### src/board_pkg.sv
// board I/O widths, switch/key/LED vector types, seven-segment and nibble types
package board_pkg;

  // ==========================================================================
  // DE2 board I/O
  // ==========================================================================

  localparam int SW_W   = 18;  // slide switches
  localparam int KEY_W  = 4;   // push buttons, active low
  localparam int LEDR_W = 18;  // red leds
  localparam int LEDG_W = 8;   // green leds

  typedef logic [SW_W-1:0]   sw_t;
  typedef logic [KEY_W-1:0]  key_t;
  typedef logic [LEDR_W-1:0] ledr_t;
  typedef logic [LEDG_W-1:0] ledg_t;

  // segment pattern, active low, bit 0 is segment a
  typedef logic [6:0] seg_t;

  typedef logic [3:0] nibble_t;  // one hex digit

endpackage

### src/cpu_types_pkg.sv
// datapath width, word and shift amount types, ALU operation codes
package cpu_types_pkg;

  // ==========================================================================
  // datapath
  // ==========================================================================

  localparam int WORD_W = 32;

  typedef logic [WORD_W-1:0] word_t;  // one data word
  typedef logic [4:0]        shamt_t; // shift amount

  // ==========================================================================
  // alu operations
  // ==========================================================================

  // codes 10 to 15 are undefined and produce zero
  typedef enum logic [3:0] {
    ALU_SLL  = 4'd0,
    ALU_SRL  = 4'd1,
    ALU_ADD  = 4'd2,
    ALU_SUB  = 4'd3,
    ALU_AND  = 4'd4,
    ALU_OR   = 4'd5,
    ALU_XOR  = 4'd6,
    ALU_NOR  = 4'd7,
    ALU_SLT  = 4'd8,  // signed compare
    ALU_SLTU = 4'd9   // unsigned compare
  } aluop_t;

endpackage

### src/alu.sv
// alu: combinational 32-bit ALU with zero, negative and overflow flags
`timescale 1ns/1ps

module alu (
  input  cpu_types_pkg::word_t  a,
  input  cpu_types_pkg::word_t  b,
  input  cpu_types_pkg::aluop_t op,
  output cpu_types_pkg::word_t  out,
  output logic                  zero_flag,
  output logic                  negative_flag,
  output logic                  overflow_flag
);

  import cpu_types_pkg::*;

  shamt_t shamt;
  word_t  sum;
  word_t  diff;
  logic   add_ovf;
  logic   sub_ovf;

  // ==========================================================================
  // arithmetic
  // ==========================================================================

  assign shamt = a[4:0];  // shifts take the amount from a
  assign sum   = a + b;
  assign diff  = a - b;

  // same operand signs but result sign differs
  assign add_ovf = (a[WORD_W-1] == b[WORD_W-1]) && (sum[WORD_W-1] != a[WORD_W-1]);

  // operand signs differ and the result takes the sign of b
  assign sub_ovf = (a[WORD_W-1] != b[WORD_W-1]) && (diff[WORD_W-1] != a[WORD_W-1]);

  // ==========================================================================
  // result select
  // ==========================================================================

  always_comb
  begin
    out = '0;
    case (op)
      ALU_SLL:
      begin
        out = b << shamt;
      end
      ALU_SRL:
      begin
        out = b >> shamt;  // logical
      end
      ALU_ADD:
      begin
        out = sum;
      end
      ALU_SUB:
      begin
        out = diff;
      end
      ALU_AND:
      begin
        out = a & b;
      end
      ALU_OR:
      begin
        out = a | b;
      end
      ALU_XOR:
      begin
        out = a ^ b;
      end
      ALU_NOR:
      begin
        out = ~(a | b);
      end
      ALU_SLT:
      begin
        out = ($signed(a) < $signed(b)) ? word_t'(1) : '0;
      end
      ALU_SLTU:
      begin
        out = (a < b) ? word_t'(1) : '0;
      end
      default:
      begin
        out = '0;  // undefined codes
      end
    endcase
  end

  // ==========================================================================
  // flags
  // ==========================================================================

  assign zero_flag     = (out == '0);
  assign negative_flag = out[WORD_W-1];

  always_comb
  begin
    case (op)
      ALU_ADD:
      begin
        overflow_flag = add_ovf;
      end
      ALU_SUB:
      begin
        overflow_flag = sub_ovf;
      end
      default:
      begin
        overflow_flag = 1'b0;  // only arithmetic can overflow
      end
    endcase
  end

endmodule

### src/alu_fpga.sv
// alu_fpga: DE2 board top for the ALU with operand B register, LEDs and hex display
`timescale 1ns/1ps

module alu_fpga (
  input  logic             CLOCK_50,
  input  logic             arst_n,
  input  board_pkg::key_t  KEY,
  input  board_pkg::sw_t   SW,
  output board_pkg::ledr_t LEDR,
  output board_pkg::ledg_t LEDG,
  output board_pkg::seg_t  HEX0,
  output board_pkg::seg_t  HEX1,
  output board_pkg::seg_t  HEX4,
  output board_pkg::seg_t  HEX5,
  output board_pkg::seg_t  HEX6,
  output board_pkg::seg_t  HEX7
);

  import cpu_types_pkg::*;
  import board_pkg::*;

  localparam int HOLD_SW = SW_W - 1;  // SW[17] high freezes B
  localparam int SIGN_SW = SW_W - 2;  // SW[16] is the operand sign

  word_t  a;
  word_t  b;
  aluop_t op;
  word_t  out;
  logic   zero_flag;
  logic   negative_flag;
  logic   overflow_flag;
  logic   load_b;

  // ==========================================================================
  // operands and operation
  // ==========================================================================

  // 17-bit switch value, sign extended
  assign a = {{(WORD_W-16){SW[SIGN_SW]}}, SW[15:0]};

  assign load_b = ~SW[HOLD_SW];

  // B takes the same sign-extended switch value, held while SW[17] is up
  always_ff @(posedge CLOCK_50 or negedge arst_n)
  begin
    if (!arst_n)
    begin
      b <= '0;
    end
    else if (load_b)
    begin
      b <= a;
    end
  end

  // buttons are active low, pressed button sets its op bit
  assign op = aluop_t'(~KEY);

  alu i_alu (
    .a             (a),
    .b             (b),
    .op            (op),
    .out           (out),
    .zero_flag     (zero_flag),
    .negative_flag (negative_flag),
    .overflow_flag (overflow_flag)
  );

  // ==========================================================================
  // leds
  // ==========================================================================

  assign LEDR = out[LEDR_W-1:0];

  // upper green leds unused
  assign LEDG = {{(LEDG_W-3){1'b0}}, overflow_flag, negative_flag, zero_flag};

  // ==========================================================================
  // hex display
  // ==========================================================================

  // result low byte
  hex_digit_decoder i_hex0 (
    .digit (out[3:0]),
    .seg   (HEX0)
  );

  hex_digit_decoder i_hex1 (
    .digit (out[7:4]),
    .seg   (HEX1)
  );

  // operand B low byte
  hex_digit_decoder i_hex4 (
    .digit (b[3:0]),
    .seg   (HEX4)
  );

  hex_digit_decoder i_hex5 (
    .digit (b[7:4]),
    .seg   (HEX5)
  );

  // operand A low byte
  hex_digit_decoder i_hex6 (
    .digit (a[3:0]),
    .seg   (HEX6)
  );

  hex_digit_decoder i_hex7 (
    .digit (a[7:4]),
    .seg   (HEX7)
  );

endmodule

### src/hex_digit_decoder.sv
// hex_digit_decoder: one hex nibble to an active-low seven-segment glyph
`timescale 1ns/1ps

module hex_digit_decoder (
  input  board_pkg::nibble_t digit,
  output board_pkg::seg_t    seg
);

  // segments gfedcba, a lit segment is 0
  always_comb
  begin
    unique case (digit)
      4'h0: seg = 7'b1000000;
      4'h1: seg = 7'b1111001;
      4'h2: seg = 7'b0100100;
      4'h3: seg = 7'b0110000;
      4'h4: seg = 7'b0011001;
      4'h5: seg = 7'b0010010;
      4'h6: seg = 7'b0000010;
      4'h7: seg = 7'b1111000;
      4'h8: seg = 7'b0000000;
      4'h9: seg = 7'b0010000;
      4'ha: seg = 7'b0001000;  // A
      4'hb: seg = 7'b0000011;  // lower case b
      4'hc: seg = 7'b0100111;  // lower case c
      4'hd: seg = 7'b0100001;  // lower case d
      4'he: seg = 7'b0000110;
      4'hf: seg = 7'b0001110;
    endcase
  end

endmodule

### config.mk
export PLATFORM = sky130hd
export DESIGN_NAME = alu_fpga
export DESIGN_NICKNAME = d
export VERILOG_FILES = /design/src/board_pkg.sv /design/src/cpu_types_pkg.sv /design/src/alu.sv /design/src/alu_fpga.sv /design/src/hex_digit_decoder.sv
export SDC_FILE = /design/constraint.sdc
export NUM_CORES = 1
export LEC_CHECK = 0
export BUFFER_PORTS_ARGS = -buffer_cell sky130_fd_sc_hd__buf_2
export CORE_UTILIZATION = 62
export DETAILED_ROUTE_END_ITERATION = 7
export PLACE_DENSITY_LB_ADDON = 0.08
export SYNTH_ARGS = -nofsm -noshare
export SYNTH_HDL_FRONTEND = slang
export SYNTH_SLANG_ARGS = --single-unit
export TNS_END_PERCENT = 10
### constraint.sdc
create_clock -name CLOCK_50 -period 8.9 [get_ports CLOCK_50]
set_input_delay 1.78 -clock CLOCK_50 [delete_from_list [all_inputs] [get_ports CLOCK_50]]
set_output_delay 1.78 -clock CLOCK_50 [all_outputs]
set_load 0.02 [all_outputs]
Word-level counts from Yosys, hierarchy flattened --
Memory sizes are Yosys's and may differ from the RTL's. Cells that the tools add are included.
Cells by class: $add $sub $neg 2, $lt $le $gt $ge 2, equality and inequality tests 13, shifts and indexed selects 2, multiplexer cells 4, bitwise operators 5, reductions and logical operators 4
Operator list (number):
- $pmux 32 s10 | 1
- $and 32x32->32 | 1
- $logic_not 32->1 | 1
- $lt 32x32->1 | 1
- $not 32->32 | 1
- $or 32x32->32 | 1
- $shl 32x5->32 | 1
- $shr 32x5->32 | 1
- $xor 32x32->32 | 1
- $add 17x17->18 | 1
- $sub 17x17->18 | 1
- $lt 17x17->1 | 1
- $eq 4x3->1 const B | 4
- $eq 4x2->1 const B | 2
- $eq 4x4->1 const B | 2
- $eq 4x1->1 const B | 1
- $logic_not 4->1 | 1
- $not 4->4 | 1
- $ne 1x1->1 | 3
- $logic_and 1x1->1 | 2
- $mux 1 | 2
- $pmux 1 s2 | 1
- $eq 1x1->1 | 1
Storage, ports and cells: register bits 17, memory bits (read-only) 672, output and inout port bits 68, logic and storage cells 39, memories kept 6
Memory list:
- (no name shown) | depth 16, width 7, read ports 1, clocked after Yosys merged registers in 0, wr ports 0, RTL line hex_digit_decoder.sv:12 | unique case (digit)
- (no name shown) | depth 16, width 7, read ports 1, clocked after Yosys merged registers in 0, wr ports 0, RTL line hex_digit_decoder.sv:12
- (no name shown) | depth 16, width 7, read ports 1, clocked after Yosys merged registers in 0, wr ports 0, RTL line hex_digit_decoder.sv:12
- (no name shown) | depth 16, width 7, read ports 1, clocked after Yosys merged registers in 0, wr ports 0, RTL line hex_digit_decoder.sv:12
- (no name shown) | depth 16, width 7, read ports 1, clocked after Yosys merged registers in 0, wr ports 0, RTL line hex_digit_decoder.sv:12
- (no name shown) | depth 16, width 7, read ports 1, clocked after Yosys merged registers in 0, wr ports 0, RTL line hex_digit_decoder.sv:12

Depth between registers and ports, before layout --
Gate-level depths: netlist of run 1.
word-level depth 4, gate-level depth with buffers 26

Cells and area by module --
Synthesis of run 1 repeated with hierarchy kept, for this count alone.
Second synthesis, totals: cell total of the unflattened synthesis 1676, area total of the unflattened synthesis 12201.7 um^2
Modules (own cells, without submodules):
- alu | times used 1, cells an instance 1453, area each 10040.9 um^2
- hex_digit_decoder | times used 6, cells an instance 29, area each 232.7 um^2
- alu_fpga | times used 1, cells an instance 49, area each 764.5 um^2

Worst setup path after synthesis of run 1 --
OpenSTA, ideal clock, no wires.
path type in2out, start input port SW[2], end output port LEDG[0], data arrival time 6.663 ns, data required time 7.120 ns, slack 0.457 ns, cell stages on the path 26, buffers on the path 5, cell sequence clkbuf_1 > inv_1 > clkbuf_1 > clkbuf_1 > clkbuf_1 > ha_1 > o21bai_1 > a211oi_1 > o211ai_1 > a21o_1 > a311oi_1 > o21bai_1 > a21oi_1 > fa_1 > nand2_1 > o21ai_0 > a22o_1 > a21oi_1 > o211a_1 > ha_1 > o2111ai_1 > a2111oi_2 > nand4b_1 > or4_1 > nor2_1 > buf_4
Between the ends: cells in the longest elaborated chain, start to end 4, elaborated cells on any way between the ends 14, those cells by class 2 x add/sub; 2 x order compare; 2 x shift; 3 x mux; 4 x bitwise; 1 x reduce/logical
Ends and longest elaborated chain:
- start: declaration | RTL line alu_fpga.sv:8 | input board_pkg::sw_t SW,
- $lt 32x32->1, or another cell as far along | RTL line alu.sv:82 | out = (a < b) ? word_t'(1) : '0;
- $mux 1, or another cell as far along | RTL line alu.sv:82
- $pmux 32 s10 * | RTL line alu.sv:43 | case (op)
- $logic_not 32->1 * | RTL line alu.sv:95 | assign zero_flag = (out == '0);
- end: declaration | RTL line alu_fpga.sv:10 | output board_pkg::ledg_t LEDG,
Every way passes the cells marked *; elsewhere a longest branch is shown, timed or not.

Worst setup path after layout of run 1 --
start input port SW[0], end output port LEDG[0]
The elaborated chain is that of the path after synthesis.

==> flow_summary_export.csv, run 1 <==
group,metric,value,unit
outcome,status,"complete, but fails checks",
outcome,violations,"DRC",
hold_path,min-delay-start,"b[0]$_DFFE_PN0N_",
cells_and_area,multi_input_area,6370,sq um
synth,yosysSeqAreaShare,5.75,%
grt,grt_max_degree,62,
synth,synth-compound-area-share,29.2,%
cts,clockRootBuffer,"clkbuf_16",
cells_and_area,seq_area,425,sq um
cts,htreeDepth,1,
cts,clk_latency,0.27,ns
timing,hold_viol_final,0,
cells_and_area,fillers,1050,
timing,fin_tns_setup,0,ns
worst_setup_path,cp_num_buf_inv,3,
timing,setup_viol,0,
floorplan,die_y,111,um
synth,yosysTopAreaCell,"ha_1",
synth,postSynth.asyncResetShare,100,%
worst_setup_path,reg2regPathDepth,2,
timing,fmax,0.118,GHz
synth,synth_simple_gate_area_share,22.2,%
synth,ys_seq_elements,17,
synth,synthXorXnorAreaFrac,0.591,%
worst_setup_path,cp_data_required_time,7.12,ns
route,detail-route-antenna-nets,0,
hold_path,hold_class,"reg2reg",
timing,grt_setup_unrepaired,"no",
cells_and_area,mostFrequentLayoutCell,"nand2_1",
place,dp_hpwl,19600,um
route,viasPerCell,7.05,
floorplan,coreArea,11500,sq um
route,vias,8360,
synth,postSynthCellCount,1023,
worst_setup_path,worst_setup_path_start_kind,"primary input",
cells_and_area,post-route-util,68.2,%
worst_setup_path,max_stage_delay,0.45,ns
worst_setup_path,rrSetupSlack,7.78,ns
cts,cts_setup_buffers,0,
floorplan,rows,39,
cts,cts_resized,0,
worst_setup_path,path_class,"in2out",
grt,antenna_found_initial,0,
cells_and_area,antenna_cells,0,
floorplan,die-area,12400,sq um
synth,synth_cell_types,80,
timing,slew_headroom,24.2,%
cells_and_area,largest_reg_flops,17,
worst_setup_path,crit_family,"compound AO/OA/AOI/OAI gates",
synth,synth_mux_area_share,17.7,%
cts,hold_buffers,0,
cells_and_area,nets,1160,
timing,period_share,95.5,%
pwr,p_leak,3.49,nW
synth,synth_flop_cell,"dfrtp_1",
cts,cts_tree,"yes",
floorplan,die_w,111,um
cts,clock_tree.buffer_depth,2,
synth,synthTopCellsByArea,"ha_1, mux4_2, mux2i_1",
synth,synth_area,7400,sq um
synth,synth-edff-count,0,
synth,yosysWarnings,0,
hold_path,holdPathEnd,"b[0]$_DFFE_PN0N_",
hold_path,hold-path-cell-count,2,
floorplan,ios,92,
timing,min_period,8.50,ns
route,wl_per_cell,22.4,um
cts,clk_pin_slew,0.07,ns
worst_setup_path,cp-end-kind,"primary output",
grt,grt_pass1_vias,7757,
timing,final_max_slew_viol_count,0,
job,max-cap-violations,0,
place,dpl.cell_count,1181,
worst_setup_path,worstPathCellList,"buf_2, clkinv_1, ha_1, fa_1, o21bai_1, a211oi_1, o211ai_1, a21o_1, a311oi_1, o21bai_1, a21oi_1, fa_1, nand2_1, o21ai_0, a22o_1, a21oi_1, o211a_1, ha_1, o2111ai_1, a2111oi_2, nand4b_1, or4_1, nor2_1, buf_2",
cells_and_area,layout_common_cells,"nand2_1, ha_1, buf_2, nor2_1, o21ai_0",
pwr,peakVddDrop,99.8,uV
grt,grt_pass1_wl,42000,um
pwr,power.density,108,nW/um^2
place,gp_congestion,1.03,
route,drt_iter0_markers,1081,
route,drc,11,
cells_and_area,final_layout_size_suffix_gt1_share,15.6,%
timing,worst_slack,0.401,ns
route,dr.pass1.iters,8,
grt,overflow,0,
timing,tightest_slew,1.13,ns
synth,avgSynthCellArea,7.24,sq um
worst_setup_path,path_max_fanout,7,
synth,synth_top_family_by_area,"compound AO/OA/AOI/OAI gates",
cts,cts_buffers,3,
worst_setup_path,cp.arrival,6.72,ns
place,pre_cts_slack,0.486,ns
place,port_buffers,86,
timing,fin_skew,0,ns
route,drt-total-wl,26500,um
worst_setup_path,r2r-start,"b[7]$_DFFE_PN0N_",
cells_and_area,area_growth,6.00,%
worst_setup_path,slowest_stage,"fa_1",
synth,synth_fa_ha_area_share,16.0,%
cts,clock_sinks,17,
cells_and_area,top_register,"b",
floorplan,start_util,64.3,%
grt,grt_usage,42.4,%
cells_and_area,reg.largest.list,"b x17",
cells_and_area,fin_cells,1185,
synth,synth_top_area_share,15.2,%
worst_setup_path,r2r_end,"b[7]$_DFFE_PN0N_",
[worst max-delay path by stage]
stage	from	to	depth (start not counted)
floorplan	SW[2]	LEDG[0]	26
finish	SW[0]	LEDG[0]	24
global placement	SW[0]	LEDG[0]	24
global route	SW[0]	LEDG[0]	24
detailed placement	SW[0]	LEDG[0]	24
CTS	SW[0]	LEDG[0]	24
[layer usage]
| metal | global-route usage, % | vias to the layer above | wire length, um |
|---|---|---|---|
| met5 | 0 | - | 0 |
| met4 | 18.4 | 0 | 1230 |
| met3 | 8.75 | 102 | 3200 |
| met2 | 65.3 | 565 | 11500 |
| met1 | 57.2 | 3863 | 10500 |
| li1 | - | 3830 | - |
[kinds of logic after synthesis]
logic type,after synthesis
simple gates,341
compound gates,319
other cells,1
buf+inv,156
mux,91
flops,17
xor+xnor,5
fa+ha+maj,93
[report_power, final]
group / internal [mW] / switching [mW]
registers: 0.0836 / 0.0294
logic: 0.229 / 0.405
clock network: 0.0614 / 0.0420
total: 0.374 / 0.477
[final cells by class]
class	instances	area share, %
clock buffers	4	1.00
multi-input cells	854	81.1
well taps	143	2.28
flip-flops and latches	17	5.42
repair buffers	103	7.11
inverters	64	3.06
[synthesized netlist by cell type (14+ instances only)]
cell	number
a211oi_1	14
a21oi_1	63
clkbuf_1	66
dfrtp_1	17
ha_1	90
inv_1	52
mux2_2	17
mux2i_1	45
mux4_2	25
nand2_1	104
nand3_1	34
nor2_1	85
nor2b_1	21
nor3_1	18
o211ai_1	16
o21ai_0	81
o22ai_1	15
[tightest hold or removal path, delay by kind of cell (launching register included)]
kind	cells	cell delay, ns
flops	1	0.50
compound gates	1	0.07
simple gates	1	0.09
[stage by stage]
step / hold slack (ns) / total power, mW / instance area, sq um
2_1_floorplan: 0.575 / 0.554 / 7420
4_1_cts: 0.708 / 0.832 / 7850
5_1_grt: 0.777 / 0.901 / 7850
6_report: 0.712 / 0.850 / 7850
3_3_place_gp: 0.682 / 0.722 / 7770
3_5_place_dp: 0.699 / 0.727 / 7770
(Power assumes the default switching activity.)
==> run 2: changes to the inputs <==
--- a/config.mk
+++ b/config.mk
@@ -6,7 +6,8 @@
 export NUM_CORES = 1
 export LEC_CHECK = 0
 export BUFFER_PORTS_ARGS = -buffer_cell sky130_fd_sc_hd__buf_2
-export CORE_UTILIZATION = 62
+export CORE_ASPECT_RATIO = 1.2
+export CORE_UTILIZATION = 66
 export DETAILED_ROUTE_END_ITERATION = 7
 export PLACE_DENSITY_LB_ADDON = 0.08
 export SYNTH_ARGS = -nofsm -noshare
==> constraint.sdc (replaced) <==
create_clock -name CLOCK_50 -period 10.72 [get_ports CLOCK_50]
set_input_delay 2.144 -clock CLOCK_50 [delete_from_list [all_inputs] [get_ports CLOCK_50]]
set_output_delay 2.144 -clock CLOCK_50 [all_outputs]
set_load 0.02 [all_outputs]
==> run 2 against run 1 <==
  * The run now ends clean
  * Wire length decreased by 0.33%
  * Worst setup slack better by 0.92 ns
  * Register-to-register slack improved by 1.8 ns
  * Sequential power decreased by 14%
==> flow_summary_export.csv, run 2 (synthesized netlist as in run 1, its figures left out) <==
group,metric,value,unit
timing,tightest_slew,1.23,ns
place,dp_hpwl,19300,um
cts,hold_buffers,0,
pwr,peakVddDrop,80.5,uV
route,drt_iter0_markers,1312,
cts,cts_setup_buffers,0,
cells_and_area,layout_common_cells,"nand2_1, ha_1, buf_2, nor2_1, o21ai_0",
cells_and_area,multi_input_area,6370,sq um
worst_setup_path,cp_data_required_time,8.58,ns
cts,cts_tree,"yes",
cts,clk_latency,0.27,ns
grt,grt_pass1_vias,7603,
cells_and_area,nets,1157,
floorplan,die_w,98.7,um
cells_and_area,final_layout_size_suffix_gt1_share,15.4,%
cells_and_area,largest_reg_flops,17,
cells_and_area,reg.largest.list,"b x17",
worst_setup_path,r2r-start,"b[16]$_DFFE_PN0N_",
grt,grt_max_degree,62,
cts,clk_pin_slew,0.06,ns
job,max-cap-violations,0,
timing,period_share,87.6,%
grt,grt_usage,45.9,%
pwr,p_leak,3.48,nW
worst_setup_path,worst_setup_path_start_kind,"primary input",
route,drt-total-wl,26400,um
cells_and_area,fillers,992,
route,drc,0,
worst_setup_path,cp-end-kind,"primary output",
floorplan,die_y,118,um
floorplan,coreArea,11000,sq um
place,placed_area,7730,sq um
grt,grt_pass1_wl,41800,um
cells_and_area,fin_area,7810,sq um
timing,slew_headroom,17.6,%
cells_and_area,antenna_cells,0,
cells_and_area,top_register,"b",
timing,final_max_slew_viol_count,0,
worst_setup_path,path_class,"in2out",
worst_setup_path,cp_num_buf_inv,3,
place,pre_cts_slack,1.51,ns
worst_setup_path,path_max_fanout,28,
timing,grt_setup_unrepaired,"no",
timing,hold_viol_final,0,
worst_setup_path,worstPathCellList,"buf_2, inv_1, ha_1, nor2_1, a211oi_1, o211ai_1, a21o_1, a311oi_1, o21bai_1, a21oi_1, fa_1, nand2_1, o21ai_0, a22o_1, a21oi_1, o211a_1, ha_1, o2111ai_1, a2111oi_2, nand4b_1, or4_1, nor2_1, buf_2",
cts,cts_buffers,3,
cts,clockRootBuffer,"clkbuf_16",
timing,fin_tns_setup,0,ns
timing,setup_viol,0,
cells_and_area,area_growth,5.51,%
hold_path,min-delay-start,"b[0]$_DFFE_PN0N_",
cts,clock_sinks,17,
worst_setup_path,max_stage_delay,0.51,ns
cts,clock_tree.buffer_depth,2,
cts,cts_resized,0,
pwr,power.density,90.4,nW/um^2
floorplan,start_util,67.4,%
cts,htreeDepth,1,
route,wl_per_cell,22.6,um
grt,overflow,0,
floorplan,die-area,11600,sq um
worst_setup_path,rrSetupSlack,9.54,ns
timing,min_period,9.40,ns
worst_setup_path,cp_num_cells,23,
timing,fin_skew,0,ns
route,detail-route-antenna-nets,0,
worst_setup_path,critPathLaunch,"SW[4]",
floorplan,ios,92,
floorplan,rows,42,
hold_path,hold_class,"reg2reg",
place,port_buffers,86,
worst_setup_path,cp.arrival,7.25,ns
route,vias,8428,
worst_setup_path,cp-endpoint,"LEDG[0]",
worst_setup_path,crit_family,"compound AO/OA/AOI/OAI gates",
cells_and_area,seq_area,425,sq um
worst_setup_path,slowest_stage,"a2111oi_2",
grt,antenna_found_initial,0,
timing,fmax,0.106,GHz
place,gp_congestion,1.03,
cells_and_area,mostFrequentLayoutCell,"nand2_1",
worst_setup_path,r2r_end,"b[16]$_DFFE_PN0N_",
timing,worst_slack,1.32,ns
route,viasPerCell,7.20,
worst_setup_path,reg2regPathDepth,2,
route,dr.pass1.iters,6,
outcome,status,"finished, final reports clean",
run 2: worst min-delay path by stage:
stage	to	slack, ns	depth (start not counted)
5_1_grt	b[0]$_DFFE_PN0N_	0.80	2
3_5_place_dp	b[0]$_DFFE_PN0N_	0.75	2
6_report	b[0]$_DFFE_PN0N_	0.76	2
4_1_cts	b[0]$_DFFE_PN0N_	0.76	2
3_3_place_gp	b[0]$_DFFE_PN0N_	0.69	2
2_1_floorplan	b[10]$_DFFE_PN0N_	0.57	2
run 2: metal layers:
layer  part of all wire [%]  vias to the layer above  global-route usage (%)  wire length [um]
met5                      0                        -                       0                 0
li1                       -                     3821                       -                 -
met2                     43                      608                    70.4             11400
met4                    6.8                        0                    24.4              1800
met1                     38                     3864                    61.3             10100
met3                     12                      135                    7.84              3070
run 2: area by class of cell:
class,count,share of cell area [%]
Sequential cell,17,5.45
Inverter,64,3.07
Clock buffer,4,1.01
Multi-Input combinational cell,854,81.5
Tap cell,132,2.11
Timing Repair Buffer,100,6.85
run 2: tightest hold or removal path: stages, from the launching register on:
cell     delay, ns
dfrtp_1       0.51
nand2_1       0.12
o21ai_0       0.08
run 2: where the power goes:
group	total [mW]	internal, mW	switching [mW]
combinational	0.521	0.188	0.333
sequential	0.0969	0.0693	0.0275
clock	0.0877	0.0511	0.0366
total	0.706	0.308	0.398
run 2: stage by stage:
step	total power, mW	cells	hold slack [ns]	utilization [%]
2_1_floorplan	0.460	1027	0.575	-
3_3_place_gp	0.596	1167	0.694	70.4
3_5_place_dp	0.600	1167	0.752	70.4
4_1_cts	0.688	1171	0.759	71.1
5_1_grt	0.746	1171	0.797	71.1
6_report	0.706	1171	0.758	71.1
